## config.mk

```make
export PLATFORM = sky130hd
export DESIGN_NAME = rv_exec_top
export DESIGN_NICKNAME = d
export VERILOG_FILES = /design/src/rv_exec_pkg.sv /design/src/rv_adder.sv /design/src/rv_alu.sv /design/src/rv_branch_target.sv /design/src/rv_exec_commit.sv /design/src/rv_exec_top.sv
export VERILOG_INCLUDE_DIRS = /design/src /design/src/src
export SDC_FILE = /design/constraint.sdc
export NUM_CORES = 1
export LEC_CHECK = 0
export BUFFER_PORTS_ARGS = -buffer_cell sky130_fd_sc_hd__buf_4
export CORE_MARGIN = 5
export CORE_UTILIZATION = 45
export DETAILED_ROUTE_END_ITERATION = 10
export PLACE_DENSITY_LB_ADDON = 0.1
export SETUP_SLACK_MARGIN = 0.1
export SLEW_MARGIN = 40
export SYNTH_ARGS = -nofsm -noshare
export SYNTH_HDL_FRONTEND = slang
export SYNTH_HIERARCHICAL = 1
export SYNTH_SLANG_ARGS = --single-unit
```

## constraint.sdc

```tcl
create_clock -name clk -period 4.82 [get_ports clk]
set_clock_uncertainty 0.15 [all_clocks]
set_input_delay 0.964 -clock clk [delete_from_list [all_inputs] [get_ports clk]]
set_output_delay 0.964 -clock clk [all_outputs]
set_load 0.02 [all_outputs]
```

## src/rv_exec_settings.svh

```systemverilog
`ifndef RV_EXEC_SETTINGS_SVH
`define RV_EXEC_SETTINGS_SVH

// Datapath width of the execute stage, also the address width
`define RV_XLEN 32

// Shift amount comes from the low bits of operand B
`define RV_SHAMT_W 5

// Operation code width
// Bit 4 marks a branch compare, bits 3..0 follow funct3 and funct7[5]
`define RV_OP_W 5

`endif

```

## src/rv_exec_pkg.sv

```systemverilog
`default_nettype none

`include "rv_exec_settings.svh"

package rv_exec_pkg;

    typedef logic [`RV_XLEN-1:0]    xlen_t;
    typedef logic [`RV_SHAMT_W-1:0] shamt_t;
    typedef logic [`RV_OP_W-1:0]    alu_op_t;

    localparam alu_op_t op_add  = 5'b00000;
    localparam alu_op_t op_sub  = 5'b01000;
    localparam alu_op_t op_sll  = 5'b00001;
    localparam alu_op_t op_srl  = 5'b00101;
    localparam alu_op_t op_sra  = 5'b01101;
    localparam alu_op_t op_slt  = 5'b00010;
    localparam alu_op_t op_sltu = 5'b00011;
    localparam alu_op_t op_xor  = 5'b00100;
    localparam alu_op_t op_or   = 5'b00110;
    localparam alu_op_t op_and  = 5'b00111;
    localparam alu_op_t op_beq  = 5'b10000;
    localparam alu_op_t op_bne  = 5'b10001;
    localparam alu_op_t op_blt  = 5'b10100;
    localparam alu_op_t op_bge  = 5'b10101;
    localparam alu_op_t op_bltu = 5'b10110;
    localparam alu_op_t op_bgeu = 5'b10111;

    typedef enum logic [1:0] {
        st_idle,   // Waiting for the ALU to start
        st_wait,   // ALU busy pulse seen
        st_report  // Report valid, done high
    } commit_state_t;

endpackage

`default_nettype wire

```

## src/rv_adder.sv

```systemverilog
`timescale 1ns/10ps
`default_nettype none

`include "rv_exec_settings.svh"

module rv_adder import rv_exec_pkg::*; (
    input  xlen_t prop,     // a ^ b per bit
    input  xlen_t gen,      // a & b per bit
    input  logic  carry_in,
    output xlen_t sum
);

    logic [`RV_XLEN:0] carry;

    // Ripple the carry from bit 0 upwards
    always_comb begin
        carry[0] = carry_in;
        for (int i = 0; i < `RV_XLEN; i++) begin
            carry[i+1] = gen[i] | (prop[i] & carry[i]);
        end
    end

    assign sum = prop ^ carry[`RV_XLEN-1:0]; // Carry out of the top bit is dropped

endmodule

`default_nettype wire

```

## src/rv_alu.sv

```systemverilog
`timescale 1ns/10ps
`default_nettype none

`include "rv_exec_settings.svh"

module rv_alu import rv_exec_pkg::*; (
    input  logic    clk,
    input  logic    arst_n,
    input  logic    available, // Operands held while high
    input  alu_op_t op,
    input  xlen_t   in_a,
    input  xlen_t   in_b,
    output xlen_t   out,
    output logic    busy,      // One-cycle pulse after start
    output logic    fault      // Invalid code, valid while available
);

    logic   started;
    logic   op_invalid;
    logic   sub_mode;
    logic   shift_right;
    logic   shift_fill;
    shamt_t shamt;
    xlen_t  xor_result;
    xlen_t  or_result;
    xlen_t  and_result;
    xlen_t  adder_b;
    xlen_t  adder_sum;
    xlen_t  shift_in;
    xlen_t  shift_stage;
    xlen_t  shift_result;
    logic   cmp_unsigned;
    logic   cmp_lt;
    logic   a_eq_b;
    logic   cmp_bit;
    xlen_t  op_result;

    // Anything outside the RV32I subset raises fault
    always_comb begin
        case (op)
            op_add, op_sub, op_sll, op_srl, op_sra, op_slt, op_sltu,
            op_xor, op_or, op_and, op_beq, op_bne, op_blt, op_bge,
            op_bltu, op_bgeu: op_invalid = 1'b0;
            default:          op_invalid = 1'b1;
        endcase
    end

    assign sub_mode    = (op != op_add);        // SUB and every compare subtract
    assign shift_right = op[2];
    assign shift_fill  = op[3] & op[2] & in_a[`RV_XLEN-1]; // SRA sign fill
    assign shamt       = in_b[`RV_SHAMT_W-1:0];

    assign xor_result = in_a ^ in_b;
    assign or_result  = in_a | in_b;
    assign and_result = in_a & in_b;

    assign adder_b = in_b ^ {`RV_XLEN{sub_mode}};

    rv_adder adder_i (
        .prop     (in_a ^ adder_b),
        .gen      (in_a & adder_b),
        .carry_in (sub_mode),
        .sum      (adder_sum)
    );

    // Right shifts reuse the left shifter on bit-reversed data
    always_comb begin
        for (int i = 0; i < `RV_XLEN; i++) begin
            shift_in[i] = shift_right ? in_a[`RV_XLEN-1-i] : in_a[i];
        end
        shift_stage = shift_in;
        for (int s = `RV_SHAMT_W-1; s >= 0; s--) begin
            if (shamt[s]) begin
                shift_stage = (shift_stage << (1 << s))
                            | ({`RV_XLEN{shift_fill}} & ~({`RV_XLEN{1'b1}} << (1 << s)));
            end
        end
        for (int i = 0; i < `RV_XLEN; i++) begin
            shift_result[i] = shift_right ? shift_stage[`RV_XLEN-1-i] : shift_stage[i];
        end
    end

    // Signs differ, so the difference sign cannot be trusted
    assign cmp_unsigned = op[4] ? op[1] : op[0];  // BLTU/BGEU or SLTU
    assign cmp_lt = (in_a[`RV_XLEN-1] ^ in_b[`RV_XLEN-1])
                  ? (cmp_unsigned ? in_b[`RV_XLEN-1] : in_a[`RV_XLEN-1])
                  : adder_sum[`RV_XLEN-1];
    assign a_eq_b  = (xor_result == '0);
    assign cmp_bit = ((op[4] & ~op[2]) ? a_eq_b : cmp_lt) ^ (op[4] & op[0]); // BNE/BGE/BGEU

    always_comb begin
        case (op)
            op_add, op_sub:         op_result = adder_sum;
            op_sll, op_srl, op_sra: op_result = shift_result;
            op_xor:                 op_result = xor_result;
            op_or:                  op_result = or_result;
            op_and:                 op_result = and_result;
            default:                op_result = {{(`RV_XLEN-1){1'b0}}, cmp_bit};
        endcase
    end

    always_ff @(posedge clk or negedge arst_n) begin
        if (!arst_n) begin
            started <= 1'b0;
            busy    <= 1'b0;
            fault   <= 1'b0;
        end else begin
            started <= available;
            busy    <= available & ~started;  // High only in the first cycle
            fault   <= available & op_invalid;
        end
    end

    always_ff @(posedge clk) begin
        if (busy & started) begin
            out <= op_result;
        end
    end

endmodule

`default_nettype wire

```

## src/rv_branch_target.sv

```systemverilog
`timescale 1ns/10ps
`default_nettype none

module rv_branch_target import rv_exec_pkg::*; (
    input  logic  clk,
    input  logic  arst_n,
    input  logic  available,
    input  xlen_t pc,
    input  xlen_t imm,          // Sign-extended branch offset
    output xlen_t target_pc,
    output xlen_t next_seq_pc
);

    localparam xlen_t seq_step = xlen_t'(4); // One instruction word

    logic  started;
    xlen_t target_sum;
    xlen_t seq_sum;

    rv_adder target_adder_i (
        .prop     (pc ^ imm),
        .gen      (pc & imm),
        .carry_in (1'b0),
        .sum      (target_sum)
    );

    rv_adder seq_adder_i (
        .prop     (pc ^ seq_step),
        .gen      (pc & seq_step),
        .carry_in (1'b0),
        .sum      (seq_sum)
    );

    always_ff @(posedge clk or negedge arst_n) begin
        if (!arst_n) begin
            started <= 1'b0;
        end else begin
            started <= available;
        end
    end

    // Capture on the start edge and hold through the ALU operation
    always_ff @(posedge clk) begin
        if (available & ~started) begin
            target_pc   <= target_sum;
            next_seq_pc <= seq_sum;
        end
    end

endmodule

`default_nettype wire

```

## src/rv_exec_commit.sv

```systemverilog
`timescale 1ns/10ps
`default_nettype none

module rv_exec_commit import rv_exec_pkg::*; (
    input  logic  clk,
    input  logic  arst_n,
    input  logic  alu_busy,
    input  xlen_t alu_result,
    input  logic  alu_fault,
    input  logic  is_branch,    // Op bit 4
    input  xlen_t target_pc,
    input  xlen_t next_seq_pc,
    output logic  done,
    output xlen_t rd_data,
    output logic  rd_write,
    output xlen_t next_pc,
    output logic  branch_taken,
    output logic  fault
);

    commit_state_t state;
    logic          report_load;
    logic          taken;

    assign report_load = (state == st_wait) & ~alu_busy; // ALU result now stable
    assign taken       = is_branch & ~alu_fault & alu_result[0];
    assign done        = (state == st_report);

    always_ff @(posedge clk or negedge arst_n) begin
        if (!arst_n) begin
            state <= st_idle;
        end else begin
            case (state)
                st_idle:   if (alu_busy) state <= st_wait;
                st_wait:   if (!alu_busy) state <= st_report;
                st_report: state <= st_idle;
                default:   state <= st_idle;
            endcase
        end
    end

    // Report is held until the next operation completes
    always_ff @(posedge clk or negedge arst_n) begin
        if (!arst_n) begin
            rd_data      <= '0;
            rd_write     <= 1'b0;
            next_pc      <= '0;
            branch_taken <= 1'b0;
            fault        <= 1'b0;
        end else if (report_load) begin
            fault        <= alu_fault;
            branch_taken <= taken;
            rd_write     <= ~alu_fault & ~is_branch;
            rd_data      <= (alu_fault | is_branch) ? '0 : alu_result;
            next_pc      <= taken ? target_pc : next_seq_pc;
        end
    end

endmodule

`default_nettype wire

```

## src/rv_exec_top.sv

```systemverilog
`timescale 1ns/10ps
`default_nettype none

`include "rv_exec_settings.svh"

module rv_exec_top import rv_exec_pkg::*; (
    input  logic    clk,
    input  logic    arst_n,
    input  logic    available,
    input  alu_op_t op,
    input  xlen_t   in_a,
    input  xlen_t   in_b,
    input  xlen_t   pc,
    input  xlen_t   imm,
    output logic    done,
    output xlen_t   rd_data,
    output logic    rd_write,
    output xlen_t   next_pc,
    output logic    branch_taken,
    output logic    fault
);

    xlen_t alu_result;
    logic  alu_busy;
    logic  alu_fault;
    xlen_t target_pc;
    xlen_t next_seq_pc;

    rv_alu alu_i (
        .clk       (clk),
        .arst_n    (arst_n),
        .available (available),
        .op        (op),
        .in_a      (in_a),
        .in_b      (in_b),
        .out       (alu_result),
        .busy      (alu_busy),
        .fault     (alu_fault)
    );

    rv_branch_target branch_target_i (
        .clk         (clk),
        .arst_n      (arst_n),
        .available   (available),
        .pc          (pc),
        .imm         (imm),
        .target_pc   (target_pc),
        .next_seq_pc (next_seq_pc)
    );

    rv_exec_commit commit_i (
        .clk          (clk),
        .arst_n       (arst_n),
        .alu_busy     (alu_busy),
        .alu_result   (alu_result),
        .alu_fault    (alu_fault),
        .is_branch    (op[`RV_OP_W-1]),  // Branch marker bit
        .target_pc    (target_pc),
        .next_seq_pc  (next_seq_pc),
        .done         (done),
        .rd_data      (rd_data),
        .rd_write     (rd_write),
        .next_pc      (next_pc),
        .branch_taken (branch_taken),
        .fault        (fault)
    );

endmodule

`default_nettype wire

```

# [Yosys cells after proc, flatten, opt, wreduce, memory -nomap -nowiden]
# Memories as Yosys holds them, arrays and structs flattened.
# Cells that the tools add are included.
# Widths: inputs -> output; s select.
[word_totals] ff_bits=168 rom_bits=32 mem_count=1
[classes] eq_ne=11 muxes=79 n_bitwise=186 n_reduce_logical=7
[mem_list] memory="(no name shown)" words=32 width=1 read_ports=1 rd_clocked_by_memory_dff=0 wr=0 line_no="rv_alu.sv:40" rtl="case (op)"
[ops] op="$mux 32" count=7
[ops] op="$xor 32x32->32" count=7
[ops] op="$pmux 32 s5" count=1
[ops] op="$and 1x1->1" count=100
[ops] op="$mux 1" count=68
[ops] op="$and 31x31->31" count=2
[ops] op="$or 1x1->1" count=62
[ops] op="$and 32x32->32" count=1
[ops] op="$logic_not 32->1" count=1
[ops] op="$or 32x1->32" count=1
[ops] op="$or 32x16->32" count=1
[ops] op="$or 32x2->32" count=1
[ops] op="$or 32x32->32" count=1
[ops] op="$or 32x4->32" count=1
[ops] op="$or 32x8->32" count=1
[ops] op="$eq 5x3->1 const B" count=4
[ops] op="$eq 5x4->1 const B" count=2
[ops] op="$not 1->1" count=6
[ops] op="$eq 5x1->1 const B" count=1
[ops] op="$logic_not 5->1" count=1
[ops] op="$reduce_bool 5->1" count=1
[ops] op="$mux 2" count=2
[ops] op="$ne 2x2->1 const B" count=2
[ops] op="$pmux 2 s2" count=1
[ops] op="other kinds (7)" count=8

# [Depth between registers and ports, before layout]
# Gate-level depths: netlist of run 1.
[logic_depth] depth_word=70 mapped_depth=78 depth_no_buf=72

# [Modules after synthesis]
# Netlist of run 1, hierarchy kept.
[by_module_without_submodules] module="rv_alu" n_inst=1 cells_per_inst=832 area_each_um2=7004.2 seq_area_each_um2=1036.0
[by_module_without_submodules] module="rv_exec_commit" n_inst=1 cells_per_inst=263 area_each_um2=2776.4 seq_area_each_um2=1726.7
[by_module_without_submodules] module="rv_branch_target" n_inst=1 cells_per_inst=100 area_each_um2=2368.5 seq_area_each_um2=1946.9
[by_module_without_submodules] module="rv_adder" n_inst=3 cells_per_inst=63 area_each_um2=590.6 seq_area_each_um2=0.0

# [Least setup slack after synthesis of run 1]
# OpenSTA, ideal clock, no wires.
[synth_path] path_type="input to register" start="in op[2]" end="reg alu_i.out[0] (data pin)" setup_ns=0.180 arrival_ns=15.201 t_required_ns=4.490 slack_ns=-10.711 stages=78 n_path_buf=6 cell_sequence="buf_6 buf_4 buf_2 buf_2 nor4_2 nor2b_1 clkbuf_1 buf_2 xnor2_1 ha_1 ha_1 or2_1 ha_1 or2_1 ha_1 or2_1 ha_1 or2_1 [... 42 more ...] ha_1 or2_1 ha_1 or2_1 ha_1 or2_1 ha_1 or2_1 ha_1 or2_1 ha_1 nor2_2 xnor2_1 nor2_1 a21oi_1 a21oi_1 xor2_1 a221oi_1"
[synth_between] elab_chain_len=70 word_cells_on_any_way=128 classes_between="eq/ne: 7; mux: 41; bitwise: 76; reduce/logical: 4"
[synth_lines] item="start, declared" line_no="rv_exec_top.sv:10" rtl="input alu_op_t op,"
[synth_lines] item="$reduce_bool 5->1 *" line_no="rv_alu.sv:48" rtl="assign sub_mode = (op != op_add);"
[synth_lines] item="$xor 32x32->32" line_no="rv_alu.sv:57" rtl="assign adder_b = in_b ^ {`RV_XLEN{sub_mode}};"
[synth_lines] item="$xor 32x32->32" line_no="rv_alu.sv:60" rtl=".prop (in_a ^ adder_b),"
[synth_lines] item="$and 1x1->1" line_no="rv_adder.sv:19" rtl="carry[i+1] = gen[i] | (prop[i] & carry[i]);"
[synth_lines] item="$or 1x1->1" line_no="rv_adder.sv:19"
[synth_lines] item="$and 1x1->1" line_no="rv_adder.sv:19"
[synth_lines] item="$or 1x1->1" line_no="rv_adder.sv:19"
[synth_lines] item="$and 1x1->1" line_no="rv_adder.sv:19"
[synth_lines] item="[... 56 more ...]"
[synth_lines] item="$or 1x1->1" line_no="rv_adder.sv:19"
[synth_lines] item="$xor 32x32->32 *" line_no="rv_adder.sv:23" rtl="assign sum = prop ^ carry[`RV_XLEN-1:0];"
[synth_lines] item="net alu_i.adder_sum[31]" line_no="rv_alu.sv:28" rtl="xlen_t adder_sum;"
[synth_lines] item="$mux 1 *" line_no="rv_alu.sv:85" rtl="assign cmp_lt = (in_a[`RV_XLEN-1] ^ in_b[`RV_XLEN-1])"
[synth_lines] item="$mux 1 *" line_no="rv_alu.sv:89" rtl="assign cmp_bit = ((op[4] & ~op[2]) ? a_eq_b : cmp_lt) ^ (op[4] & op[0]);"
[synth_lines] item="$xor 1x1->1 *" line_no="rv_alu.sv:89"
[synth_lines] item="$pmux 32 s5 *" line_no="rv_alu.sv:92" rtl="case (op)"
[synth_lines] item="net alu_i.op_result[0]" line_no="rv_alu.sv:36" rtl="xlen_t op_result;"
[synth_lines] item="end signal, assigned" line_no="rv_alu.sv:116" rtl="out <= op_result;"
[synth_lines] item="end, declared" line_no="rv_alu.sv:13" rtl="output xlen_t out,"
# The timed path passes the listed nets; every way through them passes the cells marked *.
# A chain may end at the register's enable or synchronous reset.

# [Worst setup path in the final report of run 1]
[layout_path] start="in op[1]" end="reg alu_i.out[0] (data pin)"
# Same word-level chain as after synthesis.

==> results of run 1 <==
worst max path at each step:
stage,from,endpoint,cells past startpoint
floorplan,op[2],alu_i/out[0],78
global placement,op[4],alu_i/out[0],73
detailed placement,op[4],alu_i/out[0],73
CTS,op[1],alu_i/out[0],73
global route,op[1],alu_i/out[0],73
finish,op[1],alu_i/out[0],73
report_power, final:
group	switching (uW)	total [uW]	internal (uW)
combinational	947	1730	781
clock	627	1370	746
sequential	86.7	1810	1720
repair_timing:
action,4_1_cts,5_1_grt
gates cloned,0,0
endpoints found under the setup margin,72,72
endpoints found under the hold margin,0,0
pin swaps,20,25
buffers inserted,3,2
resized for setup,118,38
state kept, by name (all words and copies together) (netlist names), 2 cells and up:
| name | cells |
|---|---|
| alu_i/out | 32 |
| commit_i/state | 2 |
| commit_i/next_pc | 32 |
| commit_i/rd_data | 32 |
| branch_target_i/target_pc | 32 |
| branch_target_i/next_seq_pc | 32 |
layout make-up:
| type | count | area share (%) |
|---|---|---|
| Timing Repair Buffer | 317 | 13.26 |
| Clock buffer | 18 | 2.354 |
| Tap cell | 396 | 2.717 |
| Multi-Input combinational cell | 1086 | 53.52 |
| Sequential cell | 169 | 25.83 |
| Clock inverter | 14 | 0.9264 |
| Inverter | 68 | 1.400 |
cells by family (layout without fill, tap and decap cells):
family,after synthesis,count (layout),synth area share (%)
AND/OR/NAND/NOR,384,384,13.95
AO/OA/AOI/OAI,331,331,16.37
adder cells (fa/ha/maj),221,221,19.86
flip-flops,169,169,33.83
buffers and inverters,160,417,5.042
multiplexers,81,81,8.593
XOR/XNOR,37,37,2.328
other,1,32,0.02694
stage by stage:
step / worst slack (ps) / cells
5_1_grt: -9766 / 2068
4_1_cts: -9284 / 2067
3_5_place_dp: -9913 / 2032
6_report: -9284 / 2068
2_1_floorplan: -9882 / 1415
3_3_place_gp: -9696 / 2030
per-layer routing:
| metal | wire length [um] | vias to the layer above | track usage [%] |
|---|---|---|---|
| met5 | 12 | - | 0 |
| met4 | 2523 | 2 | 12.47 |
| met3 | 2924 | 91 | 3.576 |
| met2 | 22190 | 528 | 44.98 |
| met1 | 20310 | 5817 | 36.96 |
| li1 | - | 5658 | - |
cell usage in the layout, fill, tap and decap left out, types with 15 or more instances in the layout:
master and count:
a21oi_1 99, a22o_1 36, buf_4 309, clkbuf_16 17, conb_1 32, dfrtp_1 73, edfxtp_1 96, ha_1 131
ha_2 38, ha_4 52, inv_1 65, mux2i_1 43, mux4_2 30, nand2_1 97, nand3_1 19, nor2_1 81
nor3_1 15, o211ai_1 28, o21ai_0 29, or2_1 39, or2_4 51, xnor2_1 33
==> impl_metrics.json, run 1 <==
{
  "cts.path.max_buffers": 2,
  "critPathMaxFanout": 2,
  "rsz0062_at_grt": "true",
  "outcome": "finished with violations",
  "place_hpwl_um": 37510,
  "cts_tree": "built",
  "drt_iter0_markers": 1026,
  "reg2reg_slack_ps": 2500,
  "boundaryPins": 204,
  "viasPerCell": 5.849,
  "crit_family": "simple AND/OR/NAND/NOR gates",
  "synthCells": 1384,
  "maxCapViolations": 0,
  "dieWidth_um": 185.9,
  "yosysMostFrequentCell": "ha_1",
  "end_kind": "register",
  "synth_top_area_cell": "edfxtp_1",
  "clkTransAtPathRegs_ps": 70,
  "insertion_delay_ps": 430,
  "num_rows": 64,
  "crit_required_ps": 4920,
  "design_area_sq_mm": 0.01823,
  "worstHoldEndpoint": "alu_i/busy",
  "startpoint_type": "primary input",
  "antenna_left": 0,
  "synth_seq_cells": 169,
  "cp_slowest_stage_delay_ps": 290,
  "io_buffers": 203,
  "area_growth_pct": 30.98,
  "min-delay-start": "alu_i/started",
  "grt_pass1_wl_um": 72330,
  "power-per-cell-area_mw_per_mm2": 269.4,
  "multi_input_area_sq_mm": 0.009758,
  "numCtsBuffers": 17,
  "drv_slew": 0,
  "drt-pass1-iter-count": 6,
  "drive_gt1_share_pct": 34.81,
  "worst_slack_ps": -9284,
  "antenna_found_initial": 1,
  "die_area_sq_mm": 0.03455,
  "fin_crit_sh_pct": 292.6,
  "grt_max_degree": 74,
  "holdBufCountCts": 0,
  "async_flop_share_pct": 43.20,
  "fillers": 2630,
  "min_period_ps": 14100,
  "final.setup.tns_ps": -303810,
  "rr_worst_depth": 6,
  "max_slew.worst_pin.slew_ps": 799.5,
  "place_area_sq_mm": 0.01689,
  "gr-total-overflow": 0,
  "cpMostUsedCell": "ha_2",
  "timing.rr.start": "commit_i/state[0]",
  "vias": 12096,
  "crit_path_top_delay_cell": "nor4_4",
  "yosys_warnings": 6,
  "peakVddDrop_uv": 199.6,
  "setup_viol": 69,
  "netlist_top_cells_area": "edfxtp_1, ha_1, dfrtp_1, mux4_2, or2_1",
  "hold_slack_ps": 264.8,
  "violations": "setup timing",
  "cts_max_level": 4,
  "core-area_sq_mm": 0.03059,
  "nNetsFinal": 2016,
  "diodes": 0,
  "syn_area_sq_mm": 0.01392,
  "fmax_mhz": 70.90,
  "drc_errors": 0,
  "grt.total_usage_pct": 27.64,
  "hold_path_class": "register to register",
  "place.gp.congestion": 1.020,
  "synth_top_cell_area_share_pct": 20.71,
  "power_uw": 4912,
  "synth.distinct_cells": 72,
  "synth_edf_count": 96,
  "crit_type": "primary input to register",
  "ys.flop_type": "edfxtp_1",
  "die_h_um": 185.9,
  "avgSynthCellArea_sq_um": 10.06,
  "worstHoldPathCells": 1,
  "slew_headroom_pct": 46.26,
  "leakage_uw": 0.007979,
  "cts_root_buf": "clkbuf_16",
  "clock-sinks": 169,
  "ff_latch_area_sq_mm": 0.004710,
  "path_buf_inv": 1,
  "hold_viol_final": 0,
  "wl_per_cell_um": 23.19,
  "cp.arrival_ps": 14200,
  "synth.yosys.seq_area_share_pct": 33.83,
  "wl_um": 47960,
  "utilization_pct": 59.61,
  "yosys-top-cells-count": "ha_1, nand2_1, a21oi_1, edfxtp_1, or2_1",
  "grt_pass1_vias": 12054,
  "timing.rr.end": "commit_i/next_pc[21]",
  "start_util_pct": 45.51
}
Note: power is estimated with default switching activity, not from simulation.
==> run 2: changes to the inputs <==
- CORE_UTILIZATION: 45 -> 55
- REMOVE_ABC_BUFFERS: default -> 1
==> impl_metrics.json, run 2 (synthesis gave the netlist of run 1 again) <==
{
  "outcome": "finished with violations",
  "violations": "setup timing",
  "worstHoldEndpoint": "alu_i/busy",
  "power-per-cell-area_mw_per_mm2": 274.6,
  "gr-total-overflow": 0,
  "wl_met1_um": 18320,
  "slew_headroom_pct": 37.17,
  "timing.rr.start": "commit_i/state[1]",
  "core-area_sq_mm": 0.02504,
  "hold_viol_final": 0,
  "rr_worst_depth": 6,
  "place.gp.congestion": 1.017,
  "num_rows": 58,
  "wl_per_cell_um": 23.13,
  "worstHoldPathCells": 1,
  "antenna_left": 0,
  "end_kind": "register",
  "cpMostUsedCell": "ha_2",
  "vias": 12347,
  "wl_met3_um": 3691,
  "reg2reg_slack_ps": 2420,
  "drc_errors": 0,
  "setup_viol": 69,
  "route.met2.wl_um": 21890,
  "most-common-layout-cells": "buf_4, ha_1, a21oi_1",
  "cp_slowest_stage_delay_ps": 270,
  "dp_slack_ps": -10500,
  "hold_path_class": "register to register",
  "cts.path.max_buffers": 2,
  "crit_required_ps": 4930,
  "startpoint_type": "primary input",
  "peakVddDrop_uv": 221.4,
  "fmax_mhz": 69.79,
  "clock_power_share_pct": 28.8,
  "drt-pass1-iter-count": 5,
  "viasPerCell": 6.161,
  "clock-sinks": 169,
  "power.internal_uw": 3405,
  "grt_max_degree": 74,
  "die_area_sq_mm": 0.02859,
  "fin_crit_sh_pct": 297.3,
  "start_util_pct": 55.60,
  "area_growth_pct": 30.49,
  "die_h_um": 169.1,
  "cts_max_level": 4,
  "antenna_found_initial": 0,
  "power_uw": 4989,
  "swShare_pct": 31.74,
  "min-delay-start": "alu_i/started",
  "place_hpwl_um": 32440,
  "cp.arrival_ps": 14430,
  "min_period_ps": 14330,
  "crit_type": "primary input to register",
  "dieWidth_um": 169.1,
  "p_comb_share_pct": 34.8,
  "insertion_delay_ps": 420,
  "maxCapViolations": 0,
  "grt_pass1_vias": 12206,
  "maxUsedRoutingLayer": "met4",
  "grt.total_usage_pct": 30.98,
  "boundaryPins": 204,
  "max_slew.worst_pin.slew_ps": 933.9,
  "drive_gt1_share_pct": 34.41,
  "critPathMaxFanout": 2,
  "cts_root_buf": "clkbuf_16",
  "drt_iter0_markers": 1228,
  "layout_commonest_cell": "buf_4",
  "timing.rr.end": "commit_i/next_pc[15]",
  "nNetsFinal": 2018,
  "grt_pass1_wl_um": 69020,
  "worst_slack_ps": -9508,
  "wl_um": 46360,
  "leakage_uw": 0.007983,
  "rsz0062_at_grt": "true",
  "diodes": 0,
  "clkTransAtPathRegs_ps": 60,
  "numCtsBuffers": 17,
  "switchingPower_uw": 1583,
  "drv_slew": 0,
  "power_frac_seq_pct": 36.4,
  "crit_path_top_delay_cell": "nor4_4",
  "cts_tree": "built",
  "io_buffers": 203
}
## run 2: cell count changes in the layout (fill, tap and decap cells not counted), sizes merged
cell and change:
clkbuf +3, clkinv +2, inv -9, buf +2, clkinvlp +1, bufinv +3
## run 2: power groups by stage
stage	Clock, uW	Sequential [uW]	Combinational (uW)
floorplan	0	1960	646
global placement	0	1830	1460
detailed placement	0	1840	1490
CTS	1450	1810	1640
global route	1520	1830	1870
finish	1440	1820	1740
## run 2: worst max path at each step
stage          startpoint  cells after the start      endpoint  slack (ps)
6_report            op[0]                     73  alu_i/out[0]       -9510
5_1_grt             op[0]                     73  alu_i/out[0]       -9990
4_1_cts             op[1]                     73  alu_i/out[0]       -9490
3_5_place_dp        op[4]                     73  alu_i/out[0]      -10500
3_3_place_gp        op[4]                     73  alu_i/out[0]      -10350
2_1_floorplan       op[0]                     72  alu_i/out[0]      -12790
## run 2: final cells by class
| cell class | count | area, sq um |
|---|---|---|
| fill | 1752 | 6872 |
| tap | 330 | 412.9 |
| clock inverter | 11 | 171.4 |
| timing repair buffer | 319 | 2432 |
| multi-input combinational | 1086 | 9733 |
| sequential | 169 | 4710 |
| inverter | 68 | 255.2 |
| clock buffer | 21 | 450.4 |
## run 2: per-stage QoR
| stage | hold WS, ps | TNS [ps] | std cells | utilization [%] | cell area, sq um |
|---|---|---|---|---|---|
| final | 268.5 | -315190 | 2004 | 72.55 | 18160 |
| after global routing | 307.5 | -331350 | 2004 | 72.55 | 18160 |
| after CTS | 270.2 | -315020 | 2002 | 71.40 | 17880 |
| after detailed placement | 257.5 | -363940 | 1969 | 65.57 | 16420 |
| after global placement | 253.6 | -355900 | 1968 | 65.52 | 16400 |
| after floorplan | 244.1 | -414400 | 1323 | - | 13590 |
## run 2: critical path, delay by kind of cell
family          cells  cell delay (ps)
fa+ha+maj          32             5230
simple gates       34             7220
xor+xnor            3              430
compound gates      3              480
buf+inv             1              100
## run 2: timing repair
action                     in CTS  in global routing
resized for setup             189                 50
setup buffers                   1                  2
setup endpoints to repair      72                 72
hold buffers                    0                  0
pin swaps                     117                 52
## run 2: per-layer routing
metal	up-vias	track usage [%]
met5	-	0
met4	0	14.60
met3	120	5.908
met2	593	50.58
met1	5977	39.92
li1	5657	-
